### src/rv32_isa_pkg.sv
`default_nettype none

package rv32_isa_pkg;

    typedef logic [31:0] word_t;

    // Load/store width, encoded as funct3
    typedef enum logic [2:0] {
        LB   = 3'b000,
        LH   = 3'b001,
        LW   = 3'b010,
        LBU  = 3'b100,
        LHU  = 3'b101,
        NONE = 3'b111
    } mem_width_e;

    // Writeback source
    typedef enum logic [1:0] {
        WSEL_LOAD  = 2'd0,
        WSEL_PC4   = 2'd1,
        WSEL_IMM_U = 2'd2,
        WSEL_ALU   = 2'd3
    } wsel_e;

    // Execute to memory pipeline register
    typedef struct packed {
        logic       valid;
        logic       dren;
        logic       dwen;
        mem_width_e width;
        // ALU result, doubles as data address
        word_t      alu_out;
        word_t      rs2_data;
        word_t      pc4;
        word_t      imm_u;
        wsel_e      w_sel;
        logic       reg_write;
        logic [4:0] rd;
        logic       ifence;
    } ex_mem_t;

    // Memory stage exceptions
    typedef struct packed {
        logic mal_l;
        logic mal_s;
        logic fault_l;
        logic fault_s;
    } mem_exc_t;

endpackage

`default_nettype wire

### src/dbus_pkg.sv
`default_nettype none

package dbus_pkg;

    // Data RAM geometry and latency
    localparam int RAM_WORDS = 256;
    localparam int RAM_IDX_W = $clog2(RAM_WORDS);
    localparam int RAM_WAIT = 2;
    localparam int RAM_CNT_W = $clog2(RAM_WAIT + 1);

    // Cache flush walk lengths in cycles
    localparam int ICACHE_LINES = 8;
    localparam int DCACHE_LINES = 12;
    localparam int FLUSH_CNT_W = $clog2(DCACHE_LINES + 1);

    typedef struct packed {
        logic        ren;
        logic        wen;
        logic [3:0]  byte_en;
        logic [31:0] addr;
        logic [31:0] wdata;
    } dbus_req_t;

    typedef struct packed {
        logic        busy;
        logic        error;
        logic [31:0] rdata;
    } dbus_rsp_t;

    typedef struct packed {
        logic icache_flush;
        logic dcache_flush;
    } flush_req_t;

    typedef struct packed {
        logic iflush_done;
        logic dflush_done;
    } flush_done_t;

endpackage

`default_nettype wire

### src/dmem_extender.sv
`default_nettype none

module dmem_extender (
    input  rv32_isa_pkg::word_t      rdata,
    input  rv32_isa_pkg::mem_width_e width,
    input  logic [1:0]               byte_off,
    output rv32_isa_pkg::word_t      ext_out
);

    logic [7:0]  load_byte;
    logic [15:0] load_half;

    // Little-endian lane select
    assign load_byte = rdata[8*byte_off +: 8];
    assign load_half = rdata[16*byte_off[1] +: 16];

    always_comb begin
        case (width)
            rv32_isa_pkg::LB: begin
                ext_out = {{24{load_byte[7]}}, load_byte};
            end
            rv32_isa_pkg::LBU: begin
                ext_out = {24'h0, load_byte};
            end
            rv32_isa_pkg::LH: begin
                ext_out = {{16{load_half[15]}}, load_half};
            end
            rv32_isa_pkg::LHU: begin
                ext_out = {16'h0, load_half};
            end
            default: begin
                ext_out = rdata;
            end
        endcase
    end

endmodule

`default_nettype wire

### src/mem_stage.sv
`default_nettype none

module mem_stage (
    input  logic                   CLK,
    input  logic                   nRST,
    input  rv32_isa_pkg::ex_mem_t  ex_mem,
    input  logic                   suppress_data,
    output dbus_pkg::dbus_req_t    dbus_req,
    input  dbus_pkg::dbus_rsp_t    dbus_rsp,
    output dbus_pkg::flush_req_t   flush_req,
    input  dbus_pkg::flush_done_t  flush_done,
    output rv32_isa_pkg::mem_exc_t exc,
    output logic                   stall,
    output logic                   fw_load,
    output logic                   reg_write,
    output logic [4:0]             rd,
    output rv32_isa_pkg::word_t    reg_wdata
);

    logic                dren;
    logic                dwen;
    logic [1:0]          byte_off;
    logic [3:0]          byte_en;
    logic                mal_addr;
    rv32_isa_pkg::word_t store_data;
    rv32_isa_pkg::word_t load_ext;
    logic                ifence;
    logic                ifence_reg;
    logic                ifence_pulse;
    logic                iflushed;
    logic                dflushed;

    assign dren     = ex_mem.valid & ex_mem.dren;
    assign dwen     = ex_mem.valid & ex_mem.dwen;
    assign byte_off = ex_mem.alu_out[1:0];

    // Byte lanes and alignment from width and offset
    always_comb begin
        case (ex_mem.width)
            rv32_isa_pkg::LB, rv32_isa_pkg::LBU: begin
                byte_en  = 4'b0001 << byte_off;
                mal_addr = 1'b0;
            end
            rv32_isa_pkg::LH, rv32_isa_pkg::LHU: begin
                byte_en  = byte_off[1] ? 4'b1100 : 4'b0011;
                mal_addr = byte_off[0];
            end
            rv32_isa_pkg::LW: begin
                byte_en  = 4'b1111;
                mal_addr = (byte_off != 2'b00);
            end
            default: begin
                byte_en  = 4'b0000;
                mal_addr = 1'b0;
            end
        endcase
    end

    // Replicate narrow stores so every lane carries the data
    always_comb begin
        case (ex_mem.width)
            rv32_isa_pkg::LB, rv32_isa_pkg::LBU: store_data = {4{ex_mem.rs2_data[7:0]}};
            rv32_isa_pkg::LH, rv32_isa_pkg::LHU: store_data = {2{ex_mem.rs2_data[15:0]}};
            default:                             store_data = ex_mem.rs2_data;
        endcase
    end

    // Misaligned accesses never reach the bus
    assign dbus_req.ren     = dren & ~suppress_data & ~mal_addr;
    assign dbus_req.wen     = dwen & ~suppress_data & ~mal_addr;
    assign dbus_req.byte_en = byte_en;
    assign dbus_req.addr    = ex_mem.alu_out;
    assign dbus_req.wdata   = store_data;

    assign exc.mal_l   = dren & mal_addr;
    assign exc.mal_s   = dwen & mal_addr;
    assign exc.fault_l = dbus_req.ren & dbus_rsp.error;
    assign exc.fault_s = dbus_req.wen & dbus_rsp.error;

    dmem_extender u_dmem_extender (
        .rdata    (dbus_rsp.rdata),
        .width    (ex_mem.width),
        .byte_off (byte_off),
        .ext_out  (load_ext)
    );

    // Fence tracking, one flush pulse per new fence
    assign ifence       = ex_mem.valid & ex_mem.ifence;
    assign ifence_pulse = ifence & ~ifence_reg;

    always_ff @(posedge CLK, negedge nRST) begin
        if (!nRST) begin
            ifence_reg <= 1'b0;
            iflushed   <= 1'b1;
            dflushed   <= 1'b1;
        end else begin
            // Hold the fence state while the pipeline is frozen
            if (ifence_pulse || !stall) begin
                ifence_reg <= ifence;
            end
            if (ifence_pulse) begin
                iflushed <= 1'b0;
                dflushed <= 1'b0;
            end
            if (flush_done.iflush_done) begin
                iflushed <= 1'b1;
            end
            if (flush_done.dflush_done) begin
                dflushed <= 1'b1;
            end
        end
    end

    assign flush_req.icache_flush = ifence_pulse;
    assign flush_req.dcache_flush = ifence_pulse;

    assign stall = dbus_rsp.busy | (ifence_reg & ~(iflushed & dflushed));

    // Writeback
    assign fw_load   = ex_mem.valid & (ex_mem.dren | ex_mem.dwen);
    assign reg_write = ex_mem.valid & ex_mem.reg_write & ~suppress_data & (exc == '0);
    assign rd        = ex_mem.rd;

    always_comb begin
        case (ex_mem.w_sel)
            rv32_isa_pkg::WSEL_LOAD:  reg_wdata = load_ext;
            rv32_isa_pkg::WSEL_PC4:   reg_wdata = ex_mem.pc4;
            rv32_isa_pkg::WSEL_IMM_U: reg_wdata = ex_mem.imm_u;
            default:                  reg_wdata = ex_mem.alu_out;
        endcase
    end

    // Decode upstream must never issue a combined load and store
    a_no_dual_access: assert property (@(posedge CLK) disable iff (!nRST)
        ex_mem.valid |-> !(ex_mem.dren && ex_mem.dwen))
        else $error("mem_stage: dren and dwen both high");

    // Each cache reports done only for a flush still outstanding
    a_done_when_flushing: assert property (@(posedge CLK) disable iff (!nRST)
        !(flush_done.iflush_done && iflushed) && !(flush_done.dflush_done && dflushed))
        else $error("mem_stage: flush done without an outstanding flush");

endmodule

`default_nettype wire

### config.mk
export PLATFORM = sky130hd
export DESIGN_NAME = mem_stage
export DESIGN_NICKNAME = d
export VERILOG_FILES = /design/src/rv32_isa_pkg.sv /design/src/dbus_pkg.sv /design/src/dmem_extender.sv /design/src/mem_stage.sv
export SDC_FILE = /design/constraint.sdc
export NUM_CORES = 1
export LEC_CHECK = 0
export ABC_CLOCK_PERIOD_IN_PS = 4200
export BUFFER_PORTS_ARGS = -buffer_cell sky130_fd_sc_hd__buf_2
export CORE_AREA = 2 2 117 119
export DETAILED_ROUTE_END_ITERATION = 10
export DIE_AREA = 0 0 119 121
export SYNTH_ARGS = -nofsm -noshare
export SYNTH_HDL_FRONTEND = slang
export SYNTH_SLANG_ARGS = --single-unit
export TNS_END_PERCENT = 10
### constraint.sdc
create_clock -name CLK -period 4.2 [get_ports CLK]
set_clock_uncertainty 0.2 [all_clocks]
set_input_delay 0.21 -clock CLK [delete_from_list [all_inputs] [get_ports CLK]]
set_output_delay 0.21 -clock CLK [all_outputs]
set_load 0.02 [all_outputs]
Word-level counts from Yosys, hierarchy flattened
Cells that the tools add are included.
Widths: inputs -> output; s select.
{"block": "totals", "reg_bits": 3, "in_bits": 182, "output_inout_bits": 116, "word_cells": 55}
{"block": "op_classes", "eq_ne": 6, "shift": 3, "muxes": 9, "n_bitwise": 24, "n_reduce_logical": 10}
{"operator": "$pmux 32 s4", "count": 1}
{"operator": "$pmux 32 s3", "count": 1}
{"operator": "$pmux 32 s2", "count": 1}
{"operator": "$shiftx 32x6->16", "count": 1}
{"operator": "$shiftx 32x6->8", "count": 1}
{"operator": "$and 1x1->1", "count": 18}
{"operator": "$pmux 4 s3", "count": 1}
{"operator": "$eq 3x3->1 const B", "count": 2}
{"operator": "$reduce_bool 2->1", "count": 3}
{"operator": "$logic_not 4->1", "count": 1}
{"operator": "$mux 4", "count": 1}
{"operator": "$not 1->1", "count": 4}
{"operator": "$reduce_or 2->1", "count": 2}
{"operator": "$shl 1x2->4 const A", "count": 1}
{"operator": "$eq 3x1->1 const B", "count": 1}
{"operator": "$eq 3x2->1 const B", "count": 1}
{"operator": "$logic_not 3->1", "count": 1}
{"operator": "$mux 1", "count": 3}
{"operator": "$eq 2x1->1 const B", "count": 1}
{"operator": "$eq 2x2->1 const B", "count": 1}
{"operator": "$logic_not 2->1", "count": 1}
{"operator": "$or 1x1->1", "count": 2}
{"operator": "$pmux 1 s2", "count": 1}
{"operator": "$logic_not 1->1", "count": 1}
{"operator": "$logic_or 1x1->1", "count": 1}

Depth between registers and ports, before layout
{"block": "depth", "ltp_word": 8, "mapped_depth": 6}

Cells and area by module
From an unflattened synthesis, not the netlist that was laid out.
{"block": "unflattened", "hier_cells": 277, "area_unflattened_um2": 2381.0}
{"module": "mem_stage", "instances": 1, "cells_each": 168, "area_per_inst_um2": 1752.9}
{"module": "dmem_extender", "instances": 1, "cells_each": 109, "area_per_inst_um2": 628.1}

Least setup slack after synthesis
Ideal clock, no wire load.
{"block": "synth_timing", "path_type": "input -> output", "start": "input port ex_mem[7] in the netlist's numbering", "end": "output port reg_wdata[4]", "arrival_ns": 1.501, "required_time_ns": 3.790, "path_slack_ns": 2.289, "path_stages": 6, "path_cell_list": "clkbuf_1 > or2_2 > buf_2 > buf_2 > a21oi_1 > a221oi_1"}
{"block": "synth_between", "elab_chain_cells": 2, "elab_cells_between_ends": 4, "classes_between": "eq/ne (2); mux (1); reduce/logical (1)"}
{"element": "start, declared", "line": "mem_stage.sv:6", "text": "input rv32_isa_pkg::ex_mem_t ex_mem,"}
{"element": "$eq 2x2->1 (tied with other cells)", "line": "mem_stage.sv:125", "text": "case (ex_mem.w_sel)"}
{"element": "$pmux 32 s3 (*)", "line": "mem_stage.sv:125"}
{"element": "end, declared", "line": "mem_stage.sv:17", "text": "output rv32_isa_pkg::word_t reg_wdata"}
Every way passes the cells marked *; elsewhere a longest branch is shown, timed or not.

Final worst setup path
{"block": "layout_timing", "start": "input port ex_mem[138] in the netlist's numbering", "end": "output port reg_wdata[15]"}
{"block": "layout_between", "elab_chain_cells": 3, "elab_cells_between_ends": 6, "classes_between": "eq/ne (3); mux (2); reduce/logical (1)"}
{"element": "$eq 3x3->1 (tied with other cells)", "line": "dmem_extender.sv:18", "text": "case (width)"}
{"element": "$pmux 32 s4 (*)", "line": "dmem_extender.sv:18"}
{"element": "$pmux 32 s3 (*)", "line": "mem_stage.sv:125"}
Marks and branches as above.

==> flow_summary.json <==
{
  "port_buffers": 287,
  "final_common_cell": "buf_2",
  "yosysUniqueCellTypes": 37,
  "rsz0062_at_grt": "false",
  "crit_path_start_kind": "input pin",
  "cp_data_required_time_ns": 3.79,
  "dpl.cell_count": 747,
  "seqCellArea_um2": 77.57,
  "met1_usage_pct": 17.62,
  "yosys_warnings": 0,
  "max_freq_mhz": 371.4,
  "num_vias": 3506,
  "fin_crit_sh_pct": 64.11,
  "cts_resized": 0,
  "drc": 0,
  "syn-num-nets": 542,
  "rows": 42,
  "fillers": 1480,
  "seq_area_frac_synth_pct": 3.146,
  "htree_levels": 1,
  "coreArea_um2": 13090,
  "tns_ns": 0,
  "p_leak_nw": 2.075,
  "grt_max_degree": 52,
  "irDropWorstVdd_mv": 0.1717,
  "setup_ws_ns": 1.507,
  "busiest_layer": "met2",
  "fin_nets": 761,
  "path_clk_slew_ns": 0.03,
  "ys_seq_elements": 3,
  "max_cap_violations": 0,
  "path_cells": "buf_2 -> nor2_2 -> nand3b_2 -> a221oi_1 -> o22a_1 -> buf_2",
  "dieArea_um2": 14400,
  "routed_wl_um": 12160,
  "ant_nets": 0,
  "syn_to_final_growth_pct": 51.85,
  "end_kind": "primary output",
  "clock_latency_ns": 0.23,
  "hp-class": "in2reg",
  "status": "complete, no violations",
  "die_h_um": 121,
  "postSynthCellCount": 360,
  "gr-total-overflow": 0,
  "setup_violations": 0,
  "min_period_ns": 2.693,
  "ctsHoldBuffers": 3,
  "ff2ff_path_depth": 4,
  "relSlewSlack_pct": 22.91,
  "gp_congestion": 0.7715,
  "drive_above_1_share_pct": 56.92,
  "crit_slowest_cell": "nor2_2",
  "holdPathStages": 3,
  "grt_pass1_vias": 3161,
  "pin_count": 298,
  "grt_use_met2_pct": 29.20,
  "antenna_found_initial": 3,
  "syn_area_per_cell_um2": 6.850,
  "synthesis.area_um2": 2466,
  "die_w_um": 119,
  "clock_sinks": 3,
  "cp_common_cell": "buf_2",
  "wire_per_inst_um": 16.11,
  "hpwlAfterDp_um": 10190,
  "numCtsBuffers": 3,
  "cp.arrival_ns": 2.28,
  "tightest_slew_ns": 1.152,
  "slew_viol_final": 0,
  "drt_pass1_iterations": 4,
  "multiInputGateArea_um2": 1869,
  "start_util_pct": 18.85,
  "path_class": "in2out",
  "vias_per_cell": 4.644,
  "cp_max_fo": 38,
  "layout_common_cells": "287 x buf_2, 37 x nor2_1, 34 x a21oi_1",
  "powerDensity_nw_per_um2": 178.0,
  "hp-start": "ex_mem[0]",
  "grt_util_met3_pct": 3.102,
  "cp-startpoint": "ex_mem[138]",
  "critPathMaxStageDelay_ns": 0.56,
  "grt_first_pass_wirelength_um": 17120,
  "grt.total_usage_pct": 15.18,
  "r2r-start": "iflushed$_DFFE_PN1P_",
  "cts_buffer_depth": 2,
  "cts_tree": "done",
  "stdcell_count": 755,
  "hold_viol": 0,
  "root_buffer": "clkbuf_16",
  "post-place-ws_ns": 1.474,
  "drt_iter0_drc": 128,
  "post_cts_buffers": 0
}
-- final cells by class --
cell class                 instances  area share [%]
inverter                           4          0.4009
sequential                         3           2.072
tap                              176           5.880
antenna                            1         0.06682
timing repair buffer             292           39.56
clock buffer                       4           2.105
multi-input combinational        275           49.92
-- worst paths after layout --
kind / to / slack (ns)
min in group asynchronous: ifence_reg$_DFFE_PN0P_ / 0.13
worst min register to register: ifence_reg$_DFFE_PN0P_ / 0.29
worst max register to register: ifence_reg$_DFFE_PN0P_ / 3.03
max in group asynchronous: iflushed$_DFFE_PN1P_ / 3.47
worst max-delay path: reg_wdata[15] / 1.51
worst min-delay path: ifence_reg$_DFFE_PN0P_ / 0.03
-- power breakdown --
part	switching, mW	internal (mW)
clock	0.0274	0.125
combinational	0.283	0.197
sequential	0.00137	0.0325
-- synthesized netlist by cell type --
library cell	count	area [µm²]
buf_4	49	367.9
nor2_1	37	138.9
a21oi_1	34	170.2
nand2_1	23	86.33
mux2i_1	22	220.2
a21o_1	19	142.6
mux2_2	17	191.4
o21ai_0	16	80.08
o221ai_1	16	140.1
a31oi_1	15	93.84
clkbuf_1	14	52.55
buf_2	10	50.05
o21ai_2	10	87.58
and3_1	9	56.30
o22a_1	9	78.83
a221oi_1	8	70.07
and3b_1	8	70.07
o21bai_1	7	52.55
nand2b_1	5	31.28
inv_1	4	15.01
nor2b_1	4	25.02
buf_1	3	11.26
or2_2	3	18.77
and2_1	2	12.51
buf_6	2	22.52
dfstp_2	2	52.55
o31ai_1	2	15.01
a2111oi_0	1	8.760
a21o_2	1	8.760
dfrtp_1	1	25.02
mux4_2	1	22.52
nand3b_2	1	11.26
nor2_2	1	6.260
nor3_1	1	5.000
o21a_1	1	7.510
o21bai_2	1	11.26
o22ai_1	1	6.260
-- routing by layer --
layer	share of wire (%)	up-vias
met3	8.2	10
met2	52	193
met5	0.22	-
met4	0.54	4
met1	39	1566
li1	-	1733
-- critical path: cells and delay by family --
kind | cells | cell delay [ns]
buffers and inverters | 2 | 0.46
AOI/OAI and AO/OA | 2 | 0.72
and+or+nand+nor | 2 | 0.87
-- per-stage QoR --
stage | hold WS [ns] | power [mW] | instance area, µm² | utilization (%)
detailed placement | -0.1915 | 0.5160 | 3633 | 27.77
CTS | 0.03325 | 0.6769 | 3742 | 28.60
global placement | -0.1923 | 0.5146 | 3633 | 27.77
finish | 0.03335 | 0.6667 | 3745 | 28.62
floorplan | -0.2856 | 0.3487 | 2466 | -
global route | 0.06338 | 0.7162 | 3742 | 28.60
-- logic make-up after synthesis --
family	after synthesis	share of synthesized area [%]
AOI/OAI and AO/OA	141	39.47
buffers and inverters	82	21.05
DFF	3	3.145
muxes	40	17.61
and+or+nand+nor	94	18.72
(Power assumes the default switching activity.)
