### config.mk
export PLATFORM = sky130hd
export DESIGN_NAME = cache_flush_ctrl
export DESIGN_NICKNAME = d
export VERILOG_FILES = /design/src/dbus_pkg.sv /design/src/cache_flush_ctrl.sv
export SDC_FILE = /design/constraint.sdc
export NUM_CORES = 1
export LEC_CHECK = 0
export ABC_CLOCK_PERIOD_IN_PS = 2200
export BUFFER_PORTS_ARGS = -buffer_cell sky130_fd_sc_hd__buf_4
export CAP_MARGIN = 40
export CORE_AREA = 8 8 45 47
export DETAILED_ROUTE_END_ITERATION = 7
export DIE_AREA = 0 0 53 55
export SLEW_MARGIN = 10
export SYNTH_ARGS = -nofsm -noshare
export SYNTH_HDL_FRONTEND = slang
export SYNTH_SLANG_ARGS = --single-unit
### constraint.sdc
create_clock -name CLK -period 2.2 [get_ports CLK]
set_clock_uncertainty 0.1 [all_clocks]
set_input_delay 0.11 -clock CLK [delete_from_list [all_inputs] [get_ports CLK]]
set_output_delay 0.11 -clock CLK [all_outputs]
set_load 0.01 [all_outputs]
### src/dbus_pkg.sv
`default_nettype none

package dbus_pkg;

    // Data RAM geometry and latency
    localparam int RAM_WORDS = 256;
    localparam int RAM_IDX_W = $clog2(RAM_WORDS);
    localparam int RAM_WAIT = 2;
    localparam int RAM_CNT_W = $clog2(RAM_WAIT + 1);

    // Cache flush walk lengths in cycles
    localparam int ICACHE_LINES = 8;
    localparam int DCACHE_LINES = 12;
    localparam int FLUSH_CNT_W = $clog2(DCACHE_LINES + 1);

    typedef struct packed {
        logic        ren;
        logic        wen;
        logic [3:0]  byte_en;
        logic [31:0] addr;
        logic [31:0] wdata;
    } dbus_req_t;

    typedef struct packed {
        logic        busy;
        logic        error;
        logic [31:0] rdata;
    } dbus_rsp_t;

    typedef struct packed {
        logic icache_flush;
        logic dcache_flush;
    } flush_req_t;

    typedef struct packed {
        logic iflush_done;
        logic dflush_done;
    } flush_done_t;

endpackage

`default_nettype wire

### src/cache_flush_ctrl.sv
`default_nettype none

module cache_flush_ctrl (
    input  logic                  CLK,
    input  logic                  nRST,
    input  dbus_pkg::flush_req_t  flush_req,
    output dbus_pkg::flush_done_t flush_done
);

    logic [dbus_pkg::FLUSH_CNT_W-1:0] line_cnt [2];
    logic [1:0]                       start;
    logic [1:0]                       done;

    // Walk length per cache, index 0 is the instruction cache
    function automatic logic [dbus_pkg::FLUSH_CNT_W-1:0] walk_len(input int idx);
        walk_len = (idx == 0) ? dbus_pkg::FLUSH_CNT_W'(dbus_pkg::ICACHE_LINES)
                              : dbus_pkg::FLUSH_CNT_W'(dbus_pkg::DCACHE_LINES);
    endfunction

    assign start = {flush_req.dcache_flush, flush_req.icache_flush};

    always_ff @(posedge CLK, negedge nRST) begin
        if (!nRST) begin
            for (int i = 0; i < 2; i++) begin
                line_cnt[i] <= '0;
            end
        end else begin
            for (int i = 0; i < 2; i++) begin
                if (start[i]) begin
                    line_cnt[i] <= walk_len(i);
                end else if (line_cnt[i] != '0) begin
                    line_cnt[i] <= line_cnt[i] - 1'b1;
                end
            end
        end
    end

    // Done on the last line of the walk
    assign done[0] = (line_cnt[0] == 1);
    assign done[1] = (line_cnt[1] == 1);

    assign flush_done.iflush_done = done[0];
    assign flush_done.dflush_done = done[1];

    a_no_overlap: assert property (@(posedge CLK) disable iff (!nRST)
        (start != 2'b00) |-> (line_cnt[0] == '0 && line_cnt[1] == '0))
        else $error("cache_flush_ctrl: flush request during a running walk");

endmodule

`default_nettype wire

Word level (Yosys, flattened, before mapping)
Index checks and enable logic that the tools add are counted.
Cells by class
  mux-type cells: 4
  reduce and logical (&&, ||, !) cells: 4
  add/subtract/negate cells: 2
  eq/ne operators: 2
Operators by type and width (number)
  two-way mux 4 bit: 4
  == test 4 x 1 -> 1 bit (second input constant): 2
  nonzero test 4 bit: 2
  subtractor 4 x 1 -> 4 bit (second input constant): 2
  nonzero test 2 bit: 2
Word-level totals
  input port bits: 4
  flip-flop bits (word level): 8
  output and inout port bits: 2
  word-level logic and storage cells: 14

Depth between registers and ports, before layout
Gate-level depths: netlist of the first run.
  depth after elaboration: 3
  depth in mapped cells: 4
  gate-level depth less buffers: 4

Least setup slack after synthesis of the first run
OpenSTA, ideal clock, no wires.
  path kind: register -> register
  start point: reg line_cnt[0] (netlist name)
  end point: reg line_cnt[0] (netlist name)
  path slack: 793 ps
  arrival: 1182 ps
  path buffers: 0
  library setup time: 125 ps
  cell stages (with the launch flop): 5
  clock period less this slack: 1407 ps
  required time: 1975 ps
  path through: dfrtp_1 inv_1 ha_1 nor3b_2 mux2_2
Between the ends
  word-level cells in the longest chain between the ends: 3
  elaborated cells between the ends (all ways): 5
  those cells by class: 1 x add/sub; 2 x mux; 2 x reduce/logical
Ends and longest elaborated chain
  start, declared: RTL line cache_flush_ctrl.sv:10  | logic [dbus_pkg::FLUSH_CNT_W-1:0] line_cnt [2];
  start signal, assigned by index: RTL line cache_flush_ctrl.sv:30  | line_cnt[i] <= walk_len(i);
  start signal, assigned by index: RTL line cache_flush_ctrl.sv:32  | line_cnt[i] <= line_cnt[i] - 1'b1;
  subtractor 4 x 1 -> 4 bit: RTL line cache_flush_ctrl.sv:32
  two-way mux 4 bit: RTL line cache_flush_ctrl.sv:31  | end else if (line_cnt[i] != '0) begin
  two-way mux 4 bit: RTL line cache_flush_ctrl.sv:29  | if (start[i]) begin
Several ways; a longest one is shown, not always the timed one. The select of a mux whose other input is x is not followed.
A chain may end at the register's enable or synchronous reset.

Worst setup path in the final report of the first run
Same ends and word-level chain as after synthesis.

==> results of run 1 <==
## Yosys cell counts
master / count / area share, %
nand2b_1: 1 / 1.2
a21oi_1: 1 / 0.99
nor2b_1: 6 / 7.5
mux2_2: 4 / 9.0
nand3b_1: 1 / 1.5
nor3b_2: 2 / 5.0
nor3b_1: 2 / 3.0
dfrtp_1: 8 / 40
o31a_1: 2 / 3.5
or2b_1: 1 / 1.5
nor3_1: 2 / 2.0
nor2_1: 6 / 4.5
a211o_1: 3 / 5.2
inv_1: 4 / 3.0
ha_1: 5 / 12
## worst max-delay path by stage
stage | slack [ns] | cells after the start | to
after detailed placement | 0.69 | 4 | line_cnt[0]
after floorplan | 0.79 | 4 | line_cnt[0]
after global placement | 0.68 | 4 | line_cnt[1]
after CTS | 0.68 | 4 | line_cnt[0]
after global routing | 0.57 | 4 | line_cnt[0]
final | 0.68 | 4 | line_cnt[0]
## power breakdown
part | switching [W] | leakage, nW | internal, W
registers | 0.0000587 | 0.0940 | 0.000189
logic | 0.0000778 | 0.160 | 0.000118
clock network | 0.0000442 | 0.0138 | 0.0000620
## stage by stage
| step | std cells | worst slack (ns) |
|---|---|---|
| after CTS | 74 | 0.676 |
| after floorplan | 48 | 0.793 |
| final | 75 | 0.679 |
| after detailed placement | 69 | 0.687 |
| after global routing | 75 | 0.569 |
| after global placement | 69 | 0.676 |
## per-layer routing
metal | share of wire [%] | vias up | GRT usage [%]
li1 | - | 188 | -
met1 | 48 | 173 | 8.53
met2 | 45 | 5 | 10.5
met3 | 6.3 | 0 | 5.08
met4 | 0 | 0 | 1.29
met5 | 0 | - | 0
## area by class of cell
type                       count  area share, %
clock buffer                   3           3.67
inverter                       4           2.45
multi-input combinational     36           46.9
sequential                     8           32.7
tap                           16           3.27
timing repair buffer           8           11.0
## cell families (layout without fill, tap and decap cells)
family                   after synthesis  count (layout)  share of synthesized area, %
AND/OR/NAND/NOR                       21              21                          26.1
multiplexers                           4               4                          8.95
AO/OA/AOI/OAI                          6               6                          9.70
buffers and inverters                  4              15                          2.98
adder cells (fa/ha/maj)                5               5                          12.4
flip-flops                             8               8                          39.8
==> impl_metrics.csv, run 1 <==
group,metric,value,unit
status,status,"finished, final reports clean",
floorplanning,die-area,0.00292,mm2
finish,reg_top3,"line_cnt x8",
sta,finalCritPeriodShare,69.1,%
floorplanning,num_rows,14,
placement,dpl-instance-area,561,um2
finish,layout_common_cells,"dfrtp_1 (8), nor2_1 (6), nor2b_1 (6)",
sta,finalMaxSlewViolations,0,
synth,ys_seq_area_share,39.8,%
finish,fin_nets,70,
cts,postCtsSetupRepairBufs,0,
sta,worstMarginPinSlew,0.209,ns
pwr,power_density,897,mW/mm2
synth,synth_area,503,um2
routing,wl_per_cell,10.5,um
synth,ys_seq_elements,8,
critical_path,timing.rr.start,"line_cnt[0]",
sta,finalSetupTns,0,ns
sta,max_freq,658,MHz
critical_path,cp.arrival,1.55,ns
finish,regMostFlops,"line_cnt",
finish,design_area,613,um2
placement,gp_congestion,0.763,
synth,synth_area_per_cell,10.5,um2
pwr,p_leak,0.268,nW
routing,drc_errors,0,
sta,relSlewSlack,86.0,%
floorplanning,initial_core_util,36.3,%
critical_path,r2r_cells,4,
routing,vias,366,
floorplanning,die_x,53,um
critical_path,critical-path-slowest-cell,"dfrtp_1",
sta,hold_violations,0,
cts,cts_tree,"yes",
cts,cts_htree_levels,1,
synth,netlist-cell-type-count,15,
cts,cts.reportedPaths.clkPinSlew,0.05,ns
worst_hold_path,hold_path.class,"input pin to async pin",
global_route,grt_first_pass_wirelength,1540,um
routing,dr.pass1.iters,2,
cts,cts_buffers,3,
synth,ys_warn_count,0,
global_route,overflow,0,
critical_path,startpoint_type,"register",
routing,drt.antenna.violating_nets,0,
routing,viasPerCell,4.88,
sta,rsz0062_at_grt,"no",
critical_path,cp_top_family,"flip-flops",
cts,clock-sinks,8,
critical_path,cp-end-kind,"register",
critical_path,critPathMaxFanout,6,
finish,diodes,0,
finish,final_common_cell,"dfrtp_1",
finish,largest_register_ffs,8,
sta,fin_crit,1.52,ns
placement,dpl.hpwl,633,um
floorplanning,coreArea,0.00138,mm2
critical_path,cp.buffers_inverters,1,
synth,synthesis.instances,48,
cts,clk_path_buf_depth,2,
run,cap_violations,0,
finish,regArea,200,um2
cts,cts_resized,0,
global_route,grt_max_degree,9,
critical_path,r2r_setup_slack,0.68,ns
finish,nFillCells,134,
pwr,vdd_ir_drop_max,0.455,mV
global_route,antenna_found_initial,0,
floorplanning,io_pins,6,
placement,buffer_ports.inserted,5,
floorplanning,die_h,55,um
cts,hold_buffers,2,
finish,multi_input_area,288,um2
critical_path,cpPeakStageDelay,0.42,ns
routing,drtIter0Drc,4,
cts,cts_root_buf,"clkbuf_4",
cts,clock_latency,0.25,ns
critical_path,rr_endpoint,"line_cnt[0]",
critical_path,crit_path_start,"line_cnt[0]",
sta,setup_viol,0,
finish,post-route-util,44.3,%
critical_path,critPathKind,"register to register",
pwr,p_total,0.000550,W
synth,syn_nets,57,
critical_path,path_cells,"inv_1 > ha_1 > nor3b_2 > mux2_2",
global_route,grt_pass1_vias,359,
finish,layout-drive-gt1-share,23.7,%
finish,area_delta_synth_final,21.9,%
sta,hold_ws,0.113,ns
critical_path,required,2.23,ns
global_route,grt_usage,7.21,%
routing,wl,789,um
No activity file was read; power rests on OpenSTA's default activity.
==> run 2, diff against run 1 <==
Settings changed: ABC_CLOCK_PERIOD_IN_PS 2200 to 1500.
Clock period 2.2 ns to 1.5 ns, I/O delays scaled along.
==> impl_metrics.csv, run 2 (synthesis gave the netlist of run 1 again) <==
group,metric,value,unit
cts,cts.reportedPaths.clkPinSlew,0.06,ns
finish,nFillCells,135,
finish,diodes,0,
sta,finalCritPeriodShare,94.3,%
cts,clock_latency,0.25,ns
sta,finalWorstSetupSlack,0.0852,ns
sta,finalSetupTns,0,ns
routing,dr.pass1.iters,2,
finish,layout_common_cells,"buf_4 (9), dfrtp_1 (8), nor2_1 (6), nor2b_1 (6)",
worst_hold_path,hold_path.class,"input pin to async pin",
pwr,p_total,0.000889,W
floorplanning,die_h,55,um
global_route,grt_max_degree,9,
floorplanning,num_rows,14,
cts,cts_tree,"yes",
status,status,"finished, final reports clean",
global_route,overflow,0,
pwr,power_density,1340,mW/mm2
sta,fin_crit,1.41,ns
run,cap_violations,0,
placement,dpl.hpwl,631,um
critical_path,required,1.54,ns
routing,drtIter0Drc,2,
sta,finalMaxSlewViolations,0,
finish,post-route-util,47.8,%
routing,wl_per_cell,11.4,um
pwr,p_leak,0.295,nW
critical_path,cp.arrival,1.45,ns
sta,rsz0062_at_grt,"no",
sta,worstMarginPinSlew,0.238,ns
sta,relSlewSlack,84.2,%
finish,regMostFlops,"line_cnt",
finish,regArea,200,um2
critical_path,cp-end-kind,"register",
cts,cts_htree_levels,1,
global_route,grt_usage,6.77,%
finish,multi_input_area,307,um2
finish,final_common_cell,"buf_4",
placement,gp_congestion,0.738,
finish,fin_nets,74,
finish,largest_register_ffs,8,
global_route,antenna_found_initial,0,
cts,cts_root_buf,"clkbuf_4",
cts,clk_path_buf_depth,2,
sta,max_freq,707,MHz
pwr,vdd_ir_drop_max,0.552,mV
floorplanning,die-area,0.00292,mm2
routing,wl,900,um
finish,reg_top3,"line_cnt x8",
routing,vias,394,
floorplanning,die_x,53,um
critical_path,startpoint_type,"register",
placement,pre_cts_slack,0.0251,ns
routing,drt.antenna.violating_nets,0,
placement,buffer_ports.inserted,5,
floorplanning,io_pins,6,
floorplanning,initial_core_util,36.3,%
routing,drc_errors,0,
global_route,grt_first_pass_wirelength,1480,um
routing,viasPerCell,4.99,
sta,hold_violations,0,
cts,postCtsSetupRepairBufs,0,
critical_path,r2r_setup_slack,0.09,ns
sta,setup_viol,0,
cts,clock-sinks,8,
cts,cts_buffers,3,
finish,layout-drive-gt1-share,31.7,%
critical_path,critPathKind,"register to register",
floorplanning,coreArea,0.00138,mm2
finish,area_delta_synth_final,31.6,%
global_route,grt_pass1_vias,381,
critical_path,critPathMaxFanout,4,
[run 2: critical path, stage by stage, from the launching register on]
cell and delay, ns:
dfrtp_1 0.41, inv_2 0.10, ha_4 0.14, nor3b_4 0.20, mux2_2 0.35
[run 2: final timing paths]
path,startpoint,to,cells past startpoint
worst min register to register,line_cnt[7],line_cnt[6],2
worst min-delay path,nRST,line_cnt[6],2
min in group CLK,flush_req[1],line_cnt[6],3
worst max register to register,line_cnt[1],line_cnt[1],4
worst max-delay path,line_cnt[1],line_cnt[1],4
max in group asynchronous,nRST,line_cnt[1],2
[run 2: where the power goes]
| part | internal, W | switching, W |
|---|---|---|
| Sequential | 0.000277 | 0.0000650 |
| Combinational | 0.000229 | 0.000152 |
| Clock | 0.0000916 | 0.0000741 |
[run 2: metrics by stage]
stage	instance area [um2]	cells	hold WS (ns)
after global placement	591	73	-0.200
final	662	79	0.0731
after floorplan	503	48	-0.321
after CTS	643	79	0.0738
after detailed placement	591	73	-0.199
after global routing	662	79	0.0728
[run 2: area by class of cell]
class / instances / share of cell area [%]
multi-input cells: 36 / 46.3
well taps: 16 / 3.02
clock buffers: 3 / 3.40
inverters: 4 / 2.27
flip-flops and latches: 8 / 30.2
repair buffers: 12 / 14.7
[run 2: per-layer routing]
layer	up-vias	part of all wire [%]	track usage (%)
met3	2	3.6	2.67
met2	4	51	11.1
li1	197	-	-
met1	191	44	7.28
met5	-	0	0
met4	0	2.0	3.88
[run 2: what timing repair did]
item	CTS	global route
gates resized for setup	0	4
hold endpoints to repair	12	0
hold buffers	3	0
endpoints found under the setup margin	0	2
==> run 3, diff against run 2 <==
Settings changed: ABC_CLOCK_PERIOD_IN_PS 1500 to 1700.
Clock period 1.5 ns to 1.7 ns, I/O delays scaled along.
==> impl_metrics.csv, run 3 (synthesis gave the netlist of run 1 again) <==
group,metric,value,unit
status,status,"finished, final reports clean",
global_route,overflow,0,
routing,dr.pass1.iters,1,
critical_path,critical_path.endpoint,"line_cnt[0]",
cts,cts_root_buf,"clkbuf_4",
routing,viasPerCell,4.83,
critical_path,cp.buffers_inverters,1,
worst_hold_path,hold_path.class,"input pin to async pin",
critical_path,critPathMaxFanout,6,
critical_path,path_depth,4,
critical_path,path_cells,"inv_1 > ha_1 > nor3b_2 > mux2_2",
sta,setup_viol,0,
placement,dpl.hpwl,638,um
critical_path,cp_top_family,"flip-flops",
critical_path,crit_path_start,"line_cnt[0]",
critical_path,r2r_cells,4,
sta,fin_crit,1.49,ns
finish,layout-drive-gt1-share,25.0,%
floorplanning,io_pins,6,
placement,pre_cts_slack,0.200,ns
critical_path,rr_endpoint,"line_cnt[0]",
global_route,grt_max_degree,9,
finish,reg_top3,"line_cnt x8",
critical_path,critical-path-slowest-cell,"dfrtp_1",
floorplanning,die_x,53,um
sta,hold_violations,0,
routing,drtIter0Drc,0,
sta,finalMaxSlewViolations,0,
cts,cts_htree_levels,1,
cts,clk_path_buf_depth,2,
critical_path,cpPeakStageDelay,0.42,ns
finish,layout_common_cells,"dfrtp_1 (8), nor2_1 (6), nor2b_1 (6), buf_4 (6), ha_1 (5)",
finish,diodes,0,
routing,vias,367,
critical_path,cp.arrival,1.52,ns
sta,finalSetupTns,0,ns
cts,clock_latency,0.25,ns
critical_path,cp-end-kind,"register",
finish,largest_register_ffs,8,
routing,wl,805,um
finish,final_cell_count_no_fill,76,
critical_path,r2r_setup_slack,0.21,ns
run,cap_violations,0,
global_route,grt_first_pass_wirelength,1660,um
sta,worstMarginPinSlew,0.202,ns
finish,final_common_cell,"dfrtp_1",
placement,placedCellCount,70,
critical_path,startpoint_type,"register",
sta,finalWorstSetupSlack,0.206,ns
finish,regMostFlops,"line_cnt",
placement,buffer_ports.inserted,5,
global_route,grt_pass1_vias,403,
finish,fin_nets,71,
floorplanning,initial_core_util,36.3,%
sta,max_freq,669,MHz
critical_path,critPathKind,"register to register",
sta,rsz0062_at_grt,"no",
cts,clock-sinks,8,
cts,cts_tree,"yes",
global_route,grt_usage,7.93,%
routing,wl_per_cell,10.6,um
floorplanning,num_rows,14,
critical_path,timing.rr.start,"line_cnt[0]",
sta,finalCritPeriodShare,87.9,%
pwr,p_total,0.000724,W
finish,design_area,621,um2
cts,cts_buffers,3,
placement,gp_congestion,0.752,
cts,cts.reportedPaths.clkPinSlew,0.05,ns
floorplanning,die_h,55,um
cts,postCtsSetupRepairBufs,0,
placement,dpl-instance-area,568,um2
floorplanning,die-area,0.00292,mm2
global_route,antenna_found_initial,0,
critical_path,required,1.72,ns
pwr,vdd_ir_drop_max,0.685,mV
routing,drc_errors,0,
sta,relSlewSlack,86.5,%
floorplanning,coreArea,0.00138,mm2
pwr,p_leak,0.273,nW
routing,drt.antenna.violating_nets,0,
finish,area_delta_synth_final,23.4,%
pwr,power_density,1170,mW/mm2
run 3: cell types whose count changed in the layout (fill, tap and decap cells not counted), sizes merged:
cell / delta
buf: -3
run 3: repair_timing:
item                      CTS  global route
resized for setup           0             0
hold endpoints to repair   12             0
hold buffers                3             0
run 3: layer usage:
layer	track usage, %	vias up	part of all wire [%]
met2	11.3	2	46
met4	2.59	0	0
met5	0	-	0
li1	-	192	-
met3	5.88	0	4.5
met1	9.01	173	49
run 3: report_power, final:
| part | total (W) | switching [W] | internal [W] |
|---|---|---|---|
| logic | 0.000277 | 0.000113 | 0.000163 |
| clock network | 0.000135 | 0.0000553 | 0.0000802 |
| registers | 0.000311 | 0.0000664 | 0.000245 |
| total | 0.000724 | 0.000235 | 0.000489 |
run 3: through the flow:
step	hold WS, ns	util (%)
6_report	0.0887	44.8
5_1_grt	0.0892	44.8
4_1_cts	0.0805	44.8
3_5_place_dp	-0.193	41.0
3_3_place_gp	-0.192	41.0
2_1_floorplan	-0.311	-
run 3: how the worst min path moves through the flow:
stage | from | end | slack, ns | depth (start not counted)
after floorplan | nRST | line_cnt[0] | -0.31 | 0
after global placement | nRST | line_cnt[2] | -0.19 | 1
after detailed placement | nRST | line_cnt[2] | -0.19 | 1
after CTS | nRST | line_cnt[2] | 0.08 | 2
after global routing | nRST | line_cnt[6] | 0.09 | 2
final | nRST | line_cnt[7] | 0.09 | 2
run 3: cell type report:
type | instances | area [um2]
well taps | 16 | 20.0
repair buffers | 9 | 75.1
flip-flops and latches | 8 | 200
clock buffers | 3 | 22.5
fillers | 139 | 763
multi-input cells | 36 | 288
inverters | 4 | 15.0
run 3: worst reg2reg max path, stage by stage (launching register included):
cell,delay (ns)
dfrtp_1,0.42
inv_1,0.10
ha_1,0.18
nor3b_2,0.22
mux2_2,0.36
